## src/hdl/femto_defines.svh

```systemverilog
`ifndef FEMTO_DEFINES_SVH
`define FEMTO_DEFINES_SVH

// datapath widths
`define XLEN            32
`define BUS_WIDTH       32
`define ADDR_WIDTH      16
`define BUS_ACC_WIDTH   2

// addr[15:12] picks the region, low bits are the offset
`define REGION_WIDTH    4
`define REGION_RST      4'd0
`define REGION_SCR      4'd1

// reset domains: bit 0 core, bit 1 peripherals
`define RST_WIDTH       2
`define RST_VA_WIDTH    3

// access size codes
`define BUS_ACC_1B      2'd0
`define BUS_ACC_2B      2'd1
`define BUS_ACC_4B      2'd2

// reset cause byte values
`define RST_CAUSE_POR   8'h00
`define RST_CAUSE_HW    8'h01
`define RST_CAUSE_SW    8'h02

// reset controller register offsets
`define REG_RST         3'd0
`define REG_CAUSE       3'd2
`define REG_TAGVAL      3'd4

// scratch bank, four words
`define SCR_VA_WIDTH    4
`define SCR_NREGS       4

`endif

```

## src/hdl/femto_pkg.sv

```systemverilog
`include "femto_defines.svh"

package femto_pkg;

    // one bus request, req is a single-cycle strobe
    typedef struct packed {
        logic                       req;
        logic [`ADDR_WIDTH-1:0]     addr;
        logic                       w_rb;   // 1 = read
        logic [`BUS_ACC_WIDTH-1:0]  acc;
        logic [`BUS_WIDTH-1:0]      wdata;
    } bus_req_t;

    // response, fault is same cycle as req, resp/rdata one later
    typedef struct packed {
        logic                   resp;
        logic                   fault;
        logic [`BUS_WIDTH-1:0]  rdata;
    } bus_rsp_t;

    // core trap decoding of the cause byte
    typedef struct packed {
        logic       is_bus;     // always 0 here
        logic [6:0] code;
    } trap_cause_t;

    // bus fault decoding of the cause byte
    typedef struct packed {
        logic       is_bus;     // always 1 here
        logic       w_rb;
        logic [1:0] region;
        logic [3:0] rsvd;       // reads as zero
    } bus_cause_t;

    // top bit tells the two views apart
    typedef union packed {
        trap_cause_t trap;
        bus_cause_t  bus;
    } fault_cause_u;

endpackage

```

## src/hdl/bus_decoder.sv

```systemverilog
`include "femto_defines.svh"

module bus_decoder import femto_pkg::*; (
    input  logic                clk,
    input  logic                rst_ib,

    input  bus_req_t            bus_req,
    output logic                rst_req,
    output logic                scr_req,
    input  bus_rsp_t            rst_rsp,
    input  bus_rsp_t            scr_rsp,
    output bus_rsp_t            bus_rsp,

    output logic                bus_fault,
    output fault_cause_u        bus_fault_cause,
    output logic [`XLEN-1:0]    bus_fault_addr
);

    logic [`REGION_WIDTH-1:0]   region;
    logic                       sel_rst;
    logic                       sel_scr;
    logic                       unmapped;
    logic                       fault_any;
    logic [1:0]                 sel_q;      // {scr, rst} owner of the next cycle
    fault_cause_u               cause;

    assign region   = bus_req.addr[`ADDR_WIDTH-1 -: `REGION_WIDTH];
    assign sel_rst  = (region == `REGION_RST);
    assign sel_scr  = (region == `REGION_SCR);

    assign rst_req  = bus_req.req & sel_rst;
    assign scr_req  = bus_req.req & sel_scr;
    assign unmapped = bus_req.req & ~sel_rst & ~sel_scr;

    // own miss plus whatever a target refuses
    assign fault_any = unmapped | rst_rsp.fault | scr_rsp.fault;

    // remember who accepted, an unmapped or refused request leaves this zero
    always_ff @(posedge clk) begin
        if (!rst_ib) begin
            sel_q <= 2'b00;
        end else begin
            sel_q <= {scr_req & ~scr_rsp.fault, rst_req & ~rst_rsp.fault};
        end
    end

    // targets hold stale rdata, so only the owner gets through
    always_comb begin
        bus_rsp.resp  = rst_rsp.resp | scr_rsp.resp;
        bus_rsp.fault = fault_any;
        bus_rsp.rdata = ({`BUS_WIDTH{sel_q[0]}} & rst_rsp.rdata)
                      | ({`BUS_WIDTH{sel_q[1]}} & scr_rsp.rdata);
    end

    // bus view of the cause byte
    always_comb begin
        cause.bus.is_bus = 1'b1;
        cause.bus.w_rb   = bus_req.w_rb;
        cause.bus.region = region[1:0];
        cause.bus.rsvd   = 4'b0000;
    end

    assign bus_fault       = fault_any;
    assign bus_fault_cause = cause;
    assign bus_fault_addr  = {{(`XLEN-`ADDR_WIDTH){1'b0}}, bus_req.addr};

endmodule

```

## src/hdl/fault_monitor.sv

```systemverilog
`include "femto_defines.svh"

module fault_monitor import femto_pkg::*; (
    input  logic                clk,
    input  logic                rst_ib,

    // core side
    input  logic                trap,
    input  logic [6:0]          trap_code,
    input  logic [`XLEN-1:0]    trap_pc,

    // from the decoder
    input  logic                bus_fault,
    input  fault_cause_u        bus_fault_cause,
    input  logic [`XLEN-1:0]    bus_fault_addr,

    // one event per cycle to the reset controller
    output logic                soc_fault,
    output logic [7:0]          soc_fault_cause,
    output logic [`XLEN-1:0]    soc_fault_addr
);

    fault_cause_u trap_cause;

    // trap view, is_bus stays clear
    always_comb begin
        trap_cause.trap.is_bus = 1'b0;
        trap_cause.trap.code   = trap_code;
    end

    always_ff @(posedge clk) begin
        if (!rst_ib) begin
            soc_fault <= 1'b0;
        end else begin
            soc_fault <= trap | bus_fault;
        end
    end

    // core trap wins over a bus fault in the same cycle
    always_ff @(posedge clk) begin
        if (trap) begin
            soc_fault_cause <= trap_cause;
            soc_fault_addr  <= trap_pc;     // pc of the trapping insn
        end else if (bus_fault) begin
            soc_fault_cause <= bus_fault_cause;
            soc_fault_addr  <= bus_fault_addr;
        end
    end

endmodule

```

## src/hdl/rst_controller.sv

```systemverilog
`include "femto_defines.svh"

module rst_controller (
    input  logic                        clk,

    input  logic                        rst_ib,     // external, active low
    output logic [`RST_WIDTH-1:0]       rst_ob,     // per domain, active low

    input  logic                        soc_fault,
    input  logic [7:0]                  soc_fault_cause,
    input  logic [`XLEN-1:0]            soc_fault_addr,

    input  logic [`RST_VA_WIDTH-1:0]    addr,
    input  logic                        w_rb,
    input  logic [`BUS_ACC_WIDTH-1:0]   acc,
    input  logic [`BUS_WIDTH-1:0]       wdata,
    input  logic                        req,
    output logic [`BUS_WIDTH-1:0]       rdata,
    output logic                        resp,
    output logic                        fault
);

    // register map
    //   RST     0  2B  W   bit 0 requests a reset of all domains
    //   CAUSE   2  2B  R   cause byte in bits 7:0
    //   TAGVAL  4  4B  R   trap pc or faulting bus address

    logic                   invld_addr;
    logic                   invld_acc;
    logic                   invld_dir;
    logic                   invld;
    logic                   acc_ok;
    logic                   sw_rst;
    logic [7:0]             cause_q;
    logic [`XLEN-1:0]       tagval_q;
    logic                   resp_q;
    logic [`RST_WIDTH-1:0]  rst_q;

    assign invld_addr = (addr != `REG_RST) && (addr != `REG_CAUSE) && (addr != `REG_TAGVAL);
    assign invld_acc  = (addr == `REG_TAGVAL) ? (acc != `BUS_ACC_4B) : (acc != `BUS_ACC_2B);
    assign invld_dir  = (addr == `REG_RST) ? w_rb : ~w_rb;   // RST write only, rest read only
    assign invld      = invld_addr | invld_acc | invld_dir;

    assign fault  = req & invld;
    assign acc_ok = req & ~invld;

    // only a valid write can land here, and that is RST
    assign sw_rst = acc_ok & ~w_rb & wdata[0];

    // last reset cause, hw beats sw beats soc fault
    always_ff @(posedge clk) begin
        if (!rst_ib) begin
            cause_q  <= `RST_CAUSE_HW;
            tagval_q <= '0;                     // hw reset carries no tag
        end else if (sw_rst) begin
            cause_q  <= `RST_CAUSE_SW;
        end else if (soc_fault) begin
            cause_q  <= soc_fault_cause;
            tagval_q <= soc_fault_addr;
        end
    end

    always_ff @(posedge clk) begin
        if (!rst_ib) begin
            resp_q <= 1'b0;
        end else begin
            resp_q <= acc_ok;
        end
    end

    // read data for the response cycle
    always_ff @(posedge clk) begin
        if (acc_ok && w_rb) begin
            if (addr == `REG_CAUSE) begin
                rdata <= {{(`BUS_WIDTH-8){1'b0}}, cause_q};
            end else begin
                rdata <= tagval_q;
            end
        end
    end

    assign resp = resp_q;

    // one-cycle low pulse on every domain per event
    always_ff @(posedge clk) begin
        if (!rst_ib) begin
            rst_q <= '0;
        end else if (sw_rst || soc_fault) begin
            rst_q <= '0;
        end else begin
            rst_q <= '1;
        end
    end

    assign rst_ob = rst_q;

endmodule

```

## src/hdl/scratch_regs.sv

```systemverilog
`include "femto_defines.svh"

module scratch_regs (
    input  logic                        clk,
    input  logic                        rst_ib,     // peripheral domain reset

    input  logic [`SCR_VA_WIDTH-1:0]    addr,
    input  logic                        w_rb,
    input  logic [`BUS_ACC_WIDTH-1:0]   acc,
    input  logic [`BUS_WIDTH-1:0]       wdata,
    input  logic                        req,
    output logic [`BUS_WIDTH-1:0]       rdata,
    output logic                        resp,
    output logic                        fault
);

    logic [`BUS_WIDTH-1:0]      regs_q [`SCR_NREGS];
    logic [`SCR_VA_WIDTH-3:0]   idx;
    logic                       invld;
    logic                       hit;
    logic                       resp_q;

    assign idx = addr[`SCR_VA_WIDTH-1:2];     // word index

    // words only, and word aligned
    assign invld = (acc != `BUS_ACC_4B) || (addr[1:0] != 2'b00);
    assign fault = req & invld;
    assign hit   = req & ~invld;

    // contents are part of the peripheral domain
    always_ff @(posedge clk) begin
        if (!rst_ib) begin
            regs_q <= '{default: '0};
            resp_q <= 1'b0;
        end else begin
            resp_q <= hit;
            if (hit && !w_rb) begin
                regs_q[idx] <= wdata;
            end
        end
    end

    always_ff @(posedge clk) begin
        if (hit && w_rb) begin
            rdata <= regs_q[idx];
        end
    end

    assign resp = resp_q;

endmodule

```

## src/hdl/femto_rst_sys.sv

```systemverilog
`include "femto_defines.svh"

module femto_rst_sys import femto_pkg::*; (
    input  logic                    clk,
    input  logic                    rst_ib,

    input  bus_req_t                bus_req,
    output bus_rsp_t                bus_rsp,

    input  logic                    trap,
    input  logic [6:0]              trap_code,
    input  logic [`XLEN-1:0]        trap_pc,

    output logic [`RST_WIDTH-1:0]   rst_ob
);

    logic               rst_req;
    logic               scr_req;
    wire bus_rsp_t      rst_rsp;    // fields come from separate ports
    wire bus_rsp_t      scr_rsp;
    logic               bus_fault;
    fault_cause_u       bus_fault_cause;
    logic [`XLEN-1:0]   bus_fault_addr;
    logic               soc_fault;
    logic [7:0]         soc_fault_cause;
    logic [`XLEN-1:0]   soc_fault_addr;

    bus_decoder u_dec (
        .clk            (clk),
        .rst_ib         (rst_ib),
        .bus_req        (bus_req),
        .rst_req        (rst_req),
        .scr_req        (scr_req),
        .rst_rsp        (rst_rsp),
        .scr_rsp        (scr_rsp),
        .bus_rsp        (bus_rsp),
        .bus_fault      (bus_fault),
        .bus_fault_cause(bus_fault_cause),
        .bus_fault_addr (bus_fault_addr)
    );

    fault_monitor u_fmon (
        .clk            (clk),
        .rst_ib         (rst_ib),
        .trap           (trap),
        .trap_code      (trap_code),
        .trap_pc        (trap_pc),
        .bus_fault      (bus_fault),
        .bus_fault_cause(bus_fault_cause),
        .bus_fault_addr (bus_fault_addr),
        .soc_fault      (soc_fault),
        .soc_fault_cause(soc_fault_cause),
        .soc_fault_addr (soc_fault_addr)
    );

    rst_controller u_rstc (
        .clk            (clk),
        .rst_ib         (rst_ib),
        .rst_ob         (rst_ob),
        .soc_fault      (soc_fault),
        .soc_fault_cause(soc_fault_cause),
        .soc_fault_addr (soc_fault_addr),
        .addr           (bus_req.addr[`RST_VA_WIDTH-1:0]),
        .w_rb           (bus_req.w_rb),
        .acc            (bus_req.acc),
        .wdata          (bus_req.wdata),
        .req            (rst_req),
        .rdata          (rst_rsp.rdata),
        .resp           (rst_rsp.resp),
        .fault          (rst_rsp.fault)
    );

    // scratch bank sits in the peripheral domain
    scratch_regs u_scr (
        .clk            (clk),
        .rst_ib         (rst_ob[1]),
        .addr           (bus_req.addr[`SCR_VA_WIDTH-1:0]),
        .w_rb           (bus_req.w_rb),
        .acc            (bus_req.acc),
        .wdata          (bus_req.wdata),
        .req            (scr_req),
        .rdata          (scr_rsp.rdata),
        .resp           (scr_rsp.resp),
        .fault          (scr_rsp.fault)
    );

endmodule

```

## config.mk

```make
export PLATFORM = sky130hd
export DESIGN_NAME = femto_rst_sys
export DESIGN_NICKNAME = d
export VERILOG_FILES = /design/src/hdl/femto_pkg.sv /design/src/hdl/bus_decoder.sv /design/src/hdl/fault_monitor.sv /design/src/hdl/rst_controller.sv /design/src/hdl/scratch_regs.sv /design/src/hdl/femto_rst_sys.sv
export VERILOG_INCLUDE_DIRS = /design/src /design/src/hdl
export SDC_FILE = /design/constraint.sdc
export NUM_CORES = 1
export LEC_CHECK = 0
export ABC_AREA = 1
export ABC_CLOCK_PERIOD_IN_PS = 5500
export BUFFER_PORTS_ARGS = -buffer_cell sky130_fd_sc_hd__clkbuf_2
export CAP_MARGIN = 10
export CORE_MARGIN = 5
export CORE_UTILIZATION = 52
export CTS_BUF_LIST = sky130_fd_sc_hd__clkbuf_4 sky130_fd_sc_hd__clkbuf_8
export DETAILED_ROUTE_END_ITERATION = 10
export PLACE_DENSITY = 0.78
export SKIP_CTS_REPAIR_TIMING = 1
export SLEW_MARGIN = 20
export SYNTH_ARGS = -nofsm -noshare
export SYNTH_HDL_FRONTEND = slang
export SYNTH_SLANG_ARGS = --single-unit
```

## constraint.sdc

```tcl
create_clock -name clk -period 5.5 [get_ports clk]
set_input_delay 1.1 -clock clk [delete_from_list [all_inputs] [get_ports clk]]
set_output_delay 1.1 -clock clk [all_outputs]
set_load 0.01 [all_outputs]
```

# Yosys cells after proc, flatten, opt, wreduce, memory -nomap -nowiden
# Cells that the tools add are included.
# op_classes
add_sub_neg	0
n_mul	0
div_mod_pow	0
order_cmp	2
n_eq_ne	7
n_shift	0
muxes	16
bitwise_logic	31
n_reduce_logical	17
# ops
cell	n
$mux 32	5
$bwmux 128	1
$and 32x32->32	2
$bmux 32 s2	1
$demux 32 s2	1
$or 32x32->32	1
$mux 7	2
$and 1x1->1	12
$not 1->1	9
$mux 8	1
$logic_and 1x1->1	6
$mux 2	3
$or 1x1->1	6
$reduce_bool 2->1	3
$eq 4x1->1 const B	1
$logic_not 4->1	1
$eq 3x2->1 const B	1
$eq 3x3->1 const B	1
$ge 3x3->1 const B	1
$logic_not 3->1	1
$lt 3x1->1 const B	1
$ne 3x2->1 const B	1
$ne 3x3->1 const B	1
$not 2->3	1
other kinds (8)	10
# word_totals
reg_bits	279
latch_bits	0
mem_bits_rw	0
romBits	0
in_bits	94
output_inout_bits	36
elab_cells	91
mem_count	0

# Longest topological paths before layout
# logic_depth
ltp_word	11
depth_mapped	10
depth_no_buf	10

# By module
# A second synthesis with hierarchy kept.
# unflattened
hier_cells	1631
hier_area_um2	12949.9
# modules_own_cells
module	n_inst	cells_per_inst	area_per_inst_um2	seq_area_each_um2
scratch_regs	1	903	7114.3	3543.4
rst_controller	1	386	3163.0	1801.7
fault_monitor	1	175	1809.2	1211.2
bus_decoder	1	167	863.3	40.0

# Worst setup path before layout
# Ideal clock, no wire load.
# synth_timing
kind	input to register
from	in bus_req[33] in the netlist's numbering
to	reg u_scr.rdata[0], enable pin
setup_ns	0.421
t_arrival_ns	2.937
required_time_ns	5.079
setup_slack_ns	2.142
cell_stages	6
n_path_buf	0
cell_sequence	inv_1 -> nor2_1 -> nand2_2 -> inv_1 -> nand4_1 -> nor2_1
# synth_via
elab_chain_cells	5
# synth_rtl
element	line	source
start: declaration	femto_rst_sys.sv:7	input bus_req_t bus_req,
$ne 2x2->1 (no line)	n/a	
$logic_or 1x1->1	scratch_regs.sv:26	assign invld = (acc != `BUS_ACC_4B) || (addr[1:0] != 2'b00);
$not 1->1	scratch_regs.sv:28	assign hit = req & ~invld;
$and 1x1->1	scratch_regs.sv:28	
$logic_and 1x1->1	scratch_regs.sv:44	if (hit && w_rb) begin
end signal: assignment	scratch_regs.sv:45	rdata <= regs_q[idx];
end: declaration	scratch_regs.sv:12	output logic [`BUS_WIDTH-1:0] rdata,
# Every way passes these cells.
# A chain may end at the register's enable or synchronous reset.

==> impl_metrics.py <==
metrics = {
    "run_status": {
        "status": "complete, no violations",
    },
    "power_and_ir_drop": {
        "p_clk_share_pct": 42.4,
        "p_int_mw": 3.32,
        "power_density_mw_per_mm2": 331,
        "leakagePower_nw": 5.20,
        "vdd_drop_max_v": 0.000184,
        "switching_power_uw": 984,
        "power_frac_comb_pct": 6.0,
        "power_mw": 4.31,
        "seqPwrFrac_pct": 51.5,
        "swShare_pct": 22.8,
    },
    "worst_setup_path": {
        "critPathCaptureType": "output port",
        "start_kind": "primary input",
        "cp_data_arrival_time_ns": 2.07,
        "crit_path_frequent_cell": "nand2_1",
        "slowest_delay_ns": 0.21,
        "crit_slowest_cell": "inv_2",
        "cp_cell_sequence": "clkbuf_2 -> inv_2 -> nand2_1 -> nand2_1 -> inv_2 -> nand2_1 -> nand2_1 -> nand2_1 -> clkbuf_2",
        "crit_type": "in -> out",
        "worst_ep_required_time_ns": 4.40,
        "worstPathMaxFanout": 7,
    },
    "timing": {
        "finalSetupViolCount": 0,
        "max_freq_ghz": 0.316,
        "finalMaxSlewViolations": 0,
        "timing.final.ws_setup_ns": 2.33,
        "finalWorstPathRequiredPeriod_ns": 3.17,
        "tns_ns": 0,
        "tightestPinTransition_ns": 1.02,
        "hold_violations": 0,
        "skew_ns": 0.0222,
        "grt_setup_unrepaired": "no",
        "period_share_pct": 57.5,
        "slew_headroom_pct": 32.1,
    },
    "yosys": {
        "ys_seq_elements": 278,
        "synth_area_leader_cell": "dfxtp_1",
        "synth.top_cell.area_share_pct": 30.9,
        "synth-async-reset-ratio_pct": 0,
        "synthTopCellsByCount": "inv_1 (221), dfxtp_1 (175), a21oi_1 (158), nand2_1 (152), edfxtp_1 (103)",
        "synth_most_common_cell": "inv_1",
        "synth_edf_count": 103,
        "ys_warn_count": 0,
        "synth_cell_type_count": 29,
        "synthTopCellsByArea": "dfxtp_1 (31%), edfxtp_1 (27%), inv_1 (7.3%), a21oi_1 (7.0%), nand2_1 (5.0%)",
        "syn_inst": 1262,
        "synth-main-ff-cell": "dfxtp_1",
        "yosysSeqAreaShare_pct": 58.2,
        "syn_area_mm2": 0.0113,
        "syn-num-nets": 1356,
        "postSynthAreaPerCell_um2": 8.99,
    },
    "route": {
        "vias_per_cell": 5.23,
        "drc": 0,
        "wirelength_um": 26100,
        "vias": 8768,
        "drt_iter0_drc": 653,
        "dr.pass1.iters": 5,
        "ant_nets": 0,
        "wl_per_cell_um": 15.6,
    },
    "floorplan": {
        "initial_core_util_pct": 52.5,
        "coreArea_mm2": 0.0216,
        "io_pins": 130,
        "dieWidth_um": 158,
        "rows": 54,
        "die_h_um": 158,
        "die_area_mm2": 0.0249,
    },
    "global_routing": {
        "grt_pass1_wl_um": 41600,
        "grt_max_degree": 129,
        "grt_overflow_total": 0,
        "first_global_vias": 8437,
        "grt.total_usage_pct": 20.7,
        "antenna_found_initial": 0,
    },
    "final_layout": {
        "antenna_cells": 0,
        "nFillCells": 1858,
        "nets": 1454,
        "synthToLayoutAreaGrowth_pct": 14.7,
        "drive_above_1_share_pct": 17.8,
    },
    "flow_run": {
        "maxCapViolations": 0,
    },
    "clocking": {
        "cts-root-buf": "clkbuf_8",
        "cts_tree": "yes",
        "clockBufferDepth": 3,
        "numCtsBuffers": 45,
        "htree_levels": 2,
        "clkTransAtPathRegs_ns": 0.06,
        "clock_latency_ns": 0.57,
        "clkSinkCount": 278,
    },
    "placed_design": {
        "portBuffers": 129,
        "dp_slack_ns": 2.13,
        "place_hpwl_um": 16300,
        "gp_congestion": 0.802,
    },
    "worst_hold_path": {
        "hold_class": "reg -> reg",
    },
}
## cells by family (layout without fill, tap and decap cells)
| kind of cell | after synthesis | in the layout | share of synthesized area (%) |
|---|---|---|---|
| flops | 278 | 278 | 58.2 |
| simple gates | 278 | 278 | 10.7 |
| buf+inv | 311 | 444 | 10.6 |
| compound gates | 395 | 395 | 20.5 |
## registers in the layout, summed over array words and instances (netlist names)
register                count
u_scr.regs_q              128
u_fmon.soc_fault_addr      32
u_rstc.cause_q              8
u_dec.sel_q                 2
u_rstc.rst_ob               1
u_rstc.tagval_q            32
u_fmon.soc_fault_cause      8
u_scr.resp                  1
u_rstc.resp                 1
u_rstc.rdata               32
u_scr.rdata                32
u_fmon.soc_fault            1
## worst max-delay path, delay by kind of cell
family	cells	cell delay, ns
buf+inv	4	0.51
simple gates	5	0.46
## per-layer routing
layer | share of wire, % | vias to the layer above | GRT usage (%)
met2 | 49 | 272 | 34.8
li1 | - | 4415 | -
met1 | 42 | 4017 | 27.1
met3 | 6.3 | 64 | 3.42
met4 | 3.0 | 0 | 7.99
met5 | 0 | - | 0
## stage by stage
stage | hold WS [ns] | cells | utilization, % | cell area (um^2)
floorplan | 0.423 | 1262 | - | 11300
global placement | 0.432 | 1593 | 55.8 | 12100
detailed placement | 0.436 | 1593 | 55.8 | 12100
CTS | 0.445 | 1675 | 60.1 | 13000
global route | 0.461 | 1675 | 60.2 | 13000
finish | 0.444 | 1675 | 60.2 | 13000
## cells in the final DEF, fill, tap and decap left out, types with 39 or more instances in the layout
cell	synthesis	routed
a21oi_1	158	158
clkbuf_2	0	129
clkbuf_8	0	56
dfxtp_1	175	171
edfxtp_1	103	103
inv_1	221	221
nand2_1	152	152
nand3_1	40	39
nor2_1	68	66
o21ai_0	102	102
## worst paths after layout
check / start / end / slack [ns] / cells after the start
min reg2reg: u_scr.regs_q[95] / u_scr.regs_q[95] / 0.44 / 2
max: bus_req[34] / bus_rsp[32] / 2.33 / 9
min: u_scr.regs_q[95] / u_scr.regs_q[95] / 0.44 / 2
max reg2reg: u_rstc.rst_ob[0] / u_scr.regs_q[101] / 3.73 / 3
## power by group through the flow
stage	sequential, mW	combinational, mW	clock (mW)
2_1_floorplan	2.25	0.171	0
3_3_place_gp	2.26	0.252	0
3_5_place_dp	2.26	0.259	0
4_1_cts	2.22	0.261	1.86
5_1_grt	2.22	0.299	1.96
6_report	2.22	0.260	1.83
## final cells by class
type                            count  area, um^2  area share (%)
Multi-Input combinational cell    673        3560            27.3
Tap cell                          280         350            2.69
Timing Repair Buffer              138         713            5.48
Clock inverter                      8        38.8           0.298
Inverter                          224         841            6.46
Sequential cell                   278        6600            50.8
Clock buffer                       74         906            6.96
Power figures use the tool's default switching activity.
